===== src/soc_pkg.sv =====
package soc_pkg;

  // Bus widths
  localparam int ADDR_W = 32;
  localparam int DATA_W = 32;
  localparam int STRB_W = 4;
  localparam int LANE_W = DATA_W / STRB_W;

  // Region field in the top address bits
  localparam int REGION_W = 16;
  localparam int REGION_LSB = ADDR_W - REGION_W;

  localparam logic [REGION_W-1:0] TEXT_REGION = 16'h0000;
  localparam logic [REGION_W-1:0] HEAP_REGION = 16'h0001;
  localparam logic [REGION_W-1:0] LED_REGION = 16'h8001;

  // Bank geometry, bank in addr[15:14] and word in addr[13:2]
  localparam int BANK_COUNT = 4;
  localparam int BANK_WORDS = 4096;
  localparam int BANK_SEL_W = $clog2(BANK_COUNT);
  localparam int WORD_W = $clog2(BANK_WORDS);
  localparam int WORD_LSB = $clog2(STRB_W);
  localparam int BANK_LSB = WORD_LSB + WORD_W;

  // LED register, word offset 0x10 is byte offset 0x40
  localparam int LED_W = 4;
  localparam int LED_WORD_W = REGION_LSB - WORD_LSB;
  localparam logic [LED_WORD_W-1:0] LED_WORD = 14'h0010;

  // Nonzero wstrb marks a write
  typedef struct packed {
    logic [ADDR_W-1:0] addr;
    logic [DATA_W-1:0] wdata;
    logic [STRB_W-1:0] wstrb;
  } mem_req_t;

  typedef struct packed {
    logic              ready;
    logic [DATA_W-1:0] rdata;
  } mem_rsp_t;

endpackage


===== src/led_port.sv =====
module led_port (
  input  logic                      clk,
  input  logic                      resetn,
  input  logic                      valid,
  input  soc_pkg::mem_req_t         req,
  output soc_pkg::mem_rsp_t         rsp,
  output logic [soc_pkg::LED_W-1:0] led
);

  logic                       valid_q;
  logic                       start;
  logic                       hit;
  logic                       ready_q;
  logic [soc_pkg::DATA_W-1:0] rdata_q;

  assign start = valid && !valid_q;
  assign hit = req.addr[soc_pkg::WORD_LSB +: soc_pkg::LED_WORD_W] == soc_pkg::LED_WORD;

  always_ff @(posedge clk) begin
    if (!resetn) begin
      valid_q <= 1'b0;
      ready_q <= 1'b0;
      led     <= '0;
    end else begin
      valid_q <= valid;
      ready_q <= start;
      // Only a full-word write loads the LEDs
      if (start && hit && req.wstrb == '1) begin
        led <= req.wdata[soc_pkg::LED_W-1:0];
      end
    end
  end

  // Other offsets read as zero
  always_ff @(posedge clk) begin
    if (start) begin
      rdata_q <= hit ? soc_pkg::DATA_W'(led) : '0;
    end
  end

  assign rsp = '{ready: ready_q, rdata: rdata_q};

endmodule


===== config.mk =====
export PLATFORM = sky130hd
export DESIGN_NAME = led_port
export DESIGN_NICKNAME = d
export VERILOG_FILES = /design/src/soc_pkg.sv /design/src/led_port.sv
export SDC_FILE = /design/constraint.sdc
export NUM_CORES = 1
export LEC_CHECK = 0
export ABC_AREA = 1
export BUFFER_PORTS_ARGS = -buffer_cell sky130_fd_sc_hd__buf_2
export CAP_MARGIN = 15
export CELL_PAD_IN_SITES_DETAIL_PLACEMENT = 0
export CELL_PAD_IN_SITES_GLOBAL_PLACEMENT = 1
export CORE_ASPECT_RATIO = 2
export CORE_MARGIN = 2
export CORE_UTILIZATION = 19
export DETAILED_ROUTE_END_ITERATION = 7
export PLACE_DENSITY_LB_ADDON = 0.3
export RECOVER_POWER = 100
export SLEW_MARGIN = 25
export SYNTH_ARGS = -nofsm -noshare
export SYNTH_HDL_FRONTEND = slang
export SYNTH_SLANG_ARGS = --single-unit

===== constraint.sdc =====
create_clock -name clk -period 2.35 [get_ports clk]
set_clock_uncertainty 0.05 [all_clocks]
set_input_delay 0.3525 -clock clk [delete_from_list [all_inputs] [get_ports clk]]
set_output_delay 0.3525 -clock clk [all_outputs]
set_load 0.05 [all_outputs]

==> impl_metrics.json <==
{
  "worstSetupPathType": "register to output pin",
  "r2r_slack_ns": 1.12,
  "power_uw": 524,
  "drive_gt1_frac": 0.255,
  "dp_hpwl_um": 1370,
  "num-fill-cells": 497,
  "use_met2": 0.127,
  "crit_path_max_incr_delay_ns": 0.48,
  "critPathCaptureType": "output pin",
  "fin_cells": 193,
  "cp_cell_sequence": "clkbuf_1",
  "startpoint_type": "register",
  "synth_cell_types": 17,
  "rows": 33,
  "maxCapViolCount": 0,
  "cts_root_buf": "clkbuf_8",
  "pwr_density_cell_nw_per_um2": 570,
  "ir_drop_v": 0.000145,
  "finalHoldViolCount": 0,
  "clkLatencyLatePin_ns": 0.23,
  "antenna_found_initial": 0,
  "htree_levels": 1,
  "rsz0062_at_grt": "no",
  "final_common_cell": "conb_1",
  "final_core_util": 0.227,
  "finalSetupTns_ns": 0,
  "outcome": "complete, no violations",
  "finalMaxSlewViolations": 0,
  "yosys_register_bits": 10,
  "cts_setup_buffers": 0,
  "placed_cells": 189,
  "die-area_um2": 4680,
  "wl_um": 1540,
  "cp_data_arrival_time_ns": 1.04,
  "drc_errors": 0,
  "fp.dieW_um": 49.4,
  "max_slew_margin": 0.596,
  "cp.required_ns": 1.95,
  "cts_buffer_depth": 2,
  "ant_nets": 0,
  "met1_usage": 0.0484,
  "combPwrFrac": 0.300,
  "fin_crit_sh": 0.615,
  "critPathSlowestCell": "clkbuf_1",
  "p_int_uw": 323,
  "avgSynthCellArea_um2": 7.39,
  "syn_inst": 106,
  "p_seq_frac": 0.356,
  "cp.buffers_inverters": 1,
  "wl_per_cell_um": 7.96,
  "cts_tree": "built",
  "synth-seq-area-share": 0.307,
  "syn_area_um2": 783,
  "p_clk_frac": 0.344,
  "holdCritPathClass": "input port to register",
  "mostFrequentLayoutCells": "conb_1 (28), buf_2 (23), nor2_1 (18)",
  "vias": 649,
  "worst_slew_pin_slew_ns": 0.609,
  "clkSinkCount": 10,
  "coreArea_um2": 4050,
  "crit_fanout": 2,
  "use_met3": 0.0237,
  "hold_buffers": 0,
  "synthToLayoutAreaGrowth_pct": 17.4,
  "first_pass_iters": 2,
  "viasPerCell": 3.36,
  "finalSetupViolations": 0,
  "swShare": 0.384,
  "max_freq_ghz": 0.692,
  "chipHeight_um": 94.8,
  "gp_congestion": 0.772,
  "cts_buffers": 3,
  "p_sw_uw": 201,
  "grt_pass1_vias": 577,
  "port_buffers": 33,
  "drt_iter0_markers": 9,
  "overflow": 0,
  "yosys_warnings": 0,
  "post-route-min-period_ns": 1.44,
  "holdWs_ns": 0.293,
  "cts_resized": 0,
  "nNetsFinal": 213,
  "critPathTopFamily": "buffers and inverters",
  "grt_max_degree": 7,
  "path_clk_slew_ns": 0.05,
  "start_util": 0.194,
  "grt_first_pass_wirelength_um": 2240,
  "boundaryPins": 108,
  "busiest_layer": "met2",
  "p_leak_uw": 0.000465,
  "grt_usage": 0.0651,
  "n_antenna_cell": 0
}
-- cell type report --
class / instances / area [µm²] / area share
Inverter: 18 / 67.6 / 0.0735
Tap cell: 52 / 65.1 / 0.0707
Clock buffer: 3 / 41.3 / 0.0449
Timing Repair Buffer: 33 / 153 / 0.166
Multi-Input combinational cell: 76 / 349 / 0.380
Clock inverter: 1 / 3.75 / 0.00408
Sequential cell: 10 / 240 / 0.261
-- synth_stat cells --
library cell,number,share of area
nor2_1,17,0.081
nor3_1,1,0.0064
nand2_2,5,0.040
nand2_1,12,0.058
or2_4,1,0.011
buf_4,29,0.28
nand3_4,1,0.022
conb_1,1,0.0048
nand3_1,1,0.0064
or2_1,2,0.016
nand4_1,4,0.032
inv_2,2,0.0096
nor2_4,3,0.043
edfxtp_1,4,0.15
inv_1,16,0.077
dfxtp_1,6,0.15
nor4_1,1,0.0080
-- kinds of logic after synthesis --
| family | share of synthesized area |
|---|---|
| buffers and inverters | 0.364 |
| DFF | 0.307 |
| other | 0.00479 |
| and+or+nand+nor | 0.324 |
-- state kept, by name, summed over array words and instances (netlist names) --
| name | flops |
|---|---|
| valid_q | 1 |
| ready_q | 1 |
| led | 4 |
| rdata_q | 4 |
-- metrics by stage --
step	instance area [µm²]	worst slack, ns
finish	920	0.906
floorplan	885	1.20
global placement	897	0.927
detailed placement	897	0.924
CTS	942	1.11
global route	920	0.862
-- routing by layer --
metal  up-vias  part of all wire
met3         4              0.16
met2        57              0.50
met5         -                 0
li1        328                 -
met1       260              0.31
met4         0             0.028
-- power by group through the flow --
stage	Combinational, µW	Sequential [µW]	Clock, µW
after floorplan	158	200	0
after global placement	160	190	0
after detailed placement	160	190	0
after CTS	160	186	186
after global routing	166	186	196
final	157	186	180
-- worst paths after layout --
| check | startpoint | end | cells after the start |
|---|---|---|---|
| min reg2reg | valid_q | ready_q | 1 |
| max reg2reg | valid_q | led[2] | 7 |
| min | valid | valid_q | 3 |
| max | led[1] | led[1] | 1 |
Note: power is estimated with default switching activity, not from simulation.
