**config.mk**
```make
export PLATFORM = sky130hd
export DESIGN_NAME = bus_decoder
export DESIGN_NICKNAME = d
export VERILOG_FILES = /design/src/soc_pkg.sv /design/src/bus_decoder.sv
export SDC_FILE = /design/constraint.sdc
export NUM_CORES = 1
export LEC_CHECK = 0
export BUFFER_PORTS_ARGS = -buffer_cell sky130_fd_sc_hd__buf_2
export CORE_AREA = 2 2 106 108
export DETAILED_ROUTE_END_ITERATION = 8
export DIE_AREA = 0 0 108 110
export GPL_TIMING_DRIVEN = 0
export PLACE_DENSITY = 0.67
export SETUP_SLACK_MARGIN = 0.3
export SYNTH_ARGS = -nofsm -noshare
export SYNTH_HDL_FRONTEND = slang
export SYNTH_SLANG_ARGS = --single-unit
export TNS_END_PERCENT = 30
```
**constraint.sdc**
```tcl
create_clock -name clk -period 1.28 [get_ports clk]
set_input_delay 0.128 -clock clk [delete_from_list [all_inputs] [get_ports clk]]
set_output_delay 0.128 -clock clk [all_outputs]
set_load 0.03 [all_outputs]
```
**src/soc_pkg.sv**
```systemverilog
package soc_pkg;

  // Bus widths
  localparam int ADDR_W = 32;
  localparam int DATA_W = 32;
  localparam int STRB_W = 4;
  localparam int LANE_W = DATA_W / STRB_W;

  // Region field in the top address bits
  localparam int REGION_W = 16;
  localparam int REGION_LSB = ADDR_W - REGION_W;

  localparam logic [REGION_W-1:0] TEXT_REGION = 16'h0000;
  localparam logic [REGION_W-1:0] HEAP_REGION = 16'h0001;
  localparam logic [REGION_W-1:0] LED_REGION = 16'h8001;

  // Bank geometry, bank in addr[15:14] and word in addr[13:2]
  localparam int BANK_COUNT = 4;
  localparam int BANK_WORDS = 4096;
  localparam int BANK_SEL_W = $clog2(BANK_COUNT);
  localparam int WORD_W = $clog2(BANK_WORDS);
  localparam int WORD_LSB = $clog2(STRB_W);
  localparam int BANK_LSB = WORD_LSB + WORD_W;

  // LED register, word offset 0x10 is byte offset 0x40
  localparam int LED_W = 4;
  localparam int LED_WORD_W = REGION_LSB - WORD_LSB;
  localparam logic [LED_WORD_W-1:0] LED_WORD = 14'h0010;

  // Nonzero wstrb marks a write
  typedef struct packed {
    logic [ADDR_W-1:0] addr;
    logic [DATA_W-1:0] wdata;
    logic [STRB_W-1:0] wstrb;
  } mem_req_t;

  typedef struct packed {
    logic              ready;
    logic [DATA_W-1:0] rdata;
  } mem_rsp_t;

endpackage

```
**src/bus_decoder.sv**
```systemverilog
module bus_decoder (
  input  logic              clk,
  input  logic              resetn,
  input  logic              mem_valid,
  input  soc_pkg::mem_req_t mem_req,
  output soc_pkg::mem_rsp_t mem_rsp,
  output soc_pkg::mem_req_t tgt_req,
  output logic              text_valid,
  output logic              heap_valid,
  output logic              led_valid,
  input  soc_pkg::mem_rsp_t text_rsp,
  input  soc_pkg::mem_rsp_t heap_rsp,
  input  soc_pkg::mem_rsp_t led_rsp
);

  logic [soc_pkg::REGION_W-1:0] region;
  logic                         rsp_ready;
  logic [soc_pkg::DATA_W-1:0]   rsp_rdata;
  logic                         ready_q;
  logic [soc_pkg::DATA_W-1:0]   rdata_q;

  assign region = mem_req.addr[soc_pkg::REGION_LSB +: soc_pkg::REGION_W];

  // Request register shared by all targets
  always_ff @(posedge clk) begin
    tgt_req <= mem_req;
  end

  // One registered valid per region
  always_ff @(posedge clk) begin
    if (!resetn) begin
      text_valid <= 1'b0;
      heap_valid <= 1'b0;
      led_valid  <= 1'b0;
    end else begin
      text_valid <= mem_valid && (region == soc_pkg::TEXT_REGION);
      heap_valid <= mem_valid && (region == soc_pkg::HEAP_REGION);
      led_valid  <= mem_valid && (region == soc_pkg::LED_REGION);
    end
  end

  // Only one target answers at a time
  always_comb begin
    rsp_ready = text_rsp.ready | heap_rsp.ready | led_rsp.ready;
    if (text_rsp.ready) begin
      rsp_rdata = text_rsp.rdata;
    end else if (heap_rsp.ready) begin
      rsp_rdata = heap_rsp.rdata;
    end else if (led_rsp.ready) begin
      rsp_rdata = led_rsp.rdata;
    end else begin
      rsp_rdata = '0;
    end
  end

  always_ff @(posedge clk) begin
    if (!resetn) begin
      ready_q <= 1'b0;
    end else begin
      ready_q <= rsp_ready;
    end
  end

  always_ff @(posedge clk) begin
    rdata_q <= rsp_rdata;
  end

  assign mem_rsp = '{ready: ready_q, rdata: rdata_q};

endmodule

```
==> run_results.csv <==
group,metric,value,unit
sta,setup_ws,0.214,ns
grt,globalRouteTotalUtil,0.189,
critical_path,path_class,"flip-flop to output port",
synthesis,synth-simple-area-share,0.0807,
synthesis,synth_top_area_share,0.746,
cts,cts_root_buf,"clkbuf_8",
cts,path_clk_slew,0.11,ns
critical_path,crit_fanout,1,
cts,htreeDepth,3,
synthesis,synth_compound_area_frac,0.146,
routing,dr.pass1.iters,6,
critical_path,crit_arrival,0.94,ns
grt,grt_max_degree,20,
layout,utilization,0.568,
layout,fin_area,6080,um^2
grt,antenna_found_initial,0,
grt,grt_pass1_vias,3378,
sta,slew_headroom,0.622,
synthesis,ys_seq_area_frac,0.746,
sta,worstMarginPinSlew,0.566,ns
floorplanning,dieArea,11900,um^2
layout,nets,787,
critical_path,cp.required,1.15,ns
cts,clock_sinks,104,
sta,finalMaxSlewViolations,0,
critical_path,crit_path_start_kind,"flip-flop",
floorplanning,core-area,10700,um^2
sta,finalSetupViolations,0,
synthesis,yosysUniqueCellTypes,18,
hold_path,hold_path_class,"input port to flip-flop",
cts,post_cts_buffers,0,
outcome,status,"completed",
floorplanning,die_h,110,um
synthesis,synth_area_per_cell,12.2,um^2
grt,grt_overflow_total,0,
floorplanning,start_util,0.261,
synthesis,synth_area_leaders,"dfxtp_1 (75%), a22oi_1 (8.3%), o21ai_1 (5.7%)",
synthesis,synth-seq-cells,104,
placed_design,pre_cts_ws,0.122,ns
routing,routed_wirelength,12700,um
synthesis,syn_inst,229,
cts,cts_max_path_buffers,2,
routing,route.detailed.drc,0,
sta,rsz0062_at_grt,"yes",
placed_design,io_buffers,271,
routing,via_per_inst,4.36,
floorplanning,ios,274,
routing,ant_nets,0,
placed_design,hpwl,7740,um
power,power_density,1230,nW/um^2
placed_design,gp_congestion,0.853,
sta,hold_violations,0,
synthesis,syn_nets,399,
sta,clock.fmax,938,MHz
cts,cts_made_buffers,9,
layout,area_growth,118,%
power,total_leakage_power,2.90,nW
sta,finalCriticalPeriod,1.07,ns
layout,antenna_cells,0,
synthesis,yosysWarningCount,0,
sta,finalCritPeriodShare,0.832,
routing,dr_total_vias,3319,
floorplanning,num_rows,38,
run,drv_cap,0,
critical_path,worstSetupEndpointType,"output port",
placed_design,placed_cell_area,4320,um^2
synthesis,synth_top_family_by_area,"compound AO/OA/AOI/OAI gates",
sta,final.setup.tns,0,ns
routing,avgRoutedWirePerCell,16.7,um
layout,drive_gt1_frac,0.580,
synthesis,synthXorXnorAreaFrac,0,
power,peakVddDrop,0.876,mV
grt,grt_pass1_wl,16500,um
cts,cts_tree,"yes",
synthesis,synthAdderAreaFrac,0,
routing,drtIter0Drc,149,
floorplanning,die_w,108,um
sta,hold_ws,0.0213,ns
synthesis,syn_area,2790,um^2
synthesis,synth_area_leader_cell,"dfxtp_1",
synthesis,synth_mux_area_frac,0,
==> worst paths after layout <==
kind | startpoint | end | cells after the start
max | ready_q | mem_rsp[32] | 2
min | led_rsp[6] | rdata_q[6] | 3
==> synthesized netlist by cell type <==
| cell type | n |
|---|---|
| o31a_1 | 1 |
| nand4_1 | 1 |
| nor4b_2 | 1 |
| buf_2 | 5 |
| dfxtp_1 | 104 |
| nor2_1 | 2 |
| nor2b_4 | 1 |
| o21ai_1 | 32 |
| buf_4 | 4 |
| nand2_1 | 33 |
| nor3_1 | 3 |
| a21oi_1 | 1 |
| nand3_2 | 1 |
| a22oi_1 | 31 |
| and3b_1 | 1 |
| buf_1 | 1 |
| nor4_2 | 2 |
| clkbuf_1 | 5 |
==> report_power, final <==
| part | total, W | switching, W | internal (W) |
|---|---|---|---|
| sequential | 0.00355 | 0.0000846 | 0.00346 |
| clock | 0.00238 | 0.00123 | 0.00115 |
| combinational | 0.00155 | 0.000801 | 0.000750 |
==> cell families after synthesis <==
kind of cell           count (synthesis)
AOI/OAI and AO/OA                     65
buffers and inverters                 15
DFF                                  104
and+or+nand+nor                       45
==> state kept, by name, summed over array words and instances (netlist names) <==
register	cells
heap_valid	1
led_valid	1
rdata_q	32
ready_q	1
tgt_req	68
text_valid	1
==> cell usage in the layout, fill, tap and decap left out, types with 2 or more instances in the layout <==
cell / n
dfxtp_2: 60
o21ai_1: 32
buf_2: 215
nand2_1: 33
dlygate4sd3_1: 106
inv_8: 2
bufinv_16: 2
clkbuf_1: 5
nor3_1: 3
buf_6: 61
a22oi_1: 31
clkbuf_8: 9
buf_4: 4
nor4_2: 2
nor2_1: 2
dfxtp_1: 44
==> critical path: stages, from the launching register on <==
cell and delay, ns:
dfxtp_1 0.31, buf_4 0.12, buf_6 0.13
==> area by class of cell <==
class,count,area [um^2]
Buffer,15,77.6
Clock buffer,9,124
Clock inverter,7,113
Fill cell,856,4620
Multi-Input combinational cell,110,632
Sequential cell,104,2160
Tap cell,140,175
Timing Repair Buffer,377,2800
==> what timing repair did <==
| action | CTS | global route |
|---|---|---|
| resized for setup | 92 | 120 |
| setup endpoints to repair | 104 | 106 |
| cloned | 0 | 0 |
| endpoints found under the hold margin | 103 | 0 |
| hold buffers | 106 | 0 |
==> per-layer routing <==
| layer | routed length [um] | vias up | track usage |
|---|---|---|---|
| li1 | - | 1566 | - |
| met1 | 4450 | 1526 | 0.185 |
| met2 | 6790 | 201 | 0.363 |
| met3 | 1040 | 26 | 0.0470 |
| met4 | 426 | 0 | 0.105 |
| met5 | 0 | - | 0 |
==> stage by stage <==
step | total power (W) | cells
after floorplan | 0.00416 | 229
after global placement | 0.00467 | 640
after detailed placement | 0.00469 | 640
after CTS | 0.00738 | 762
after global routing | 0.00774 | 762
final | 0.00748 | 762
No activity file was read; power rests on OpenSTA's default activity.
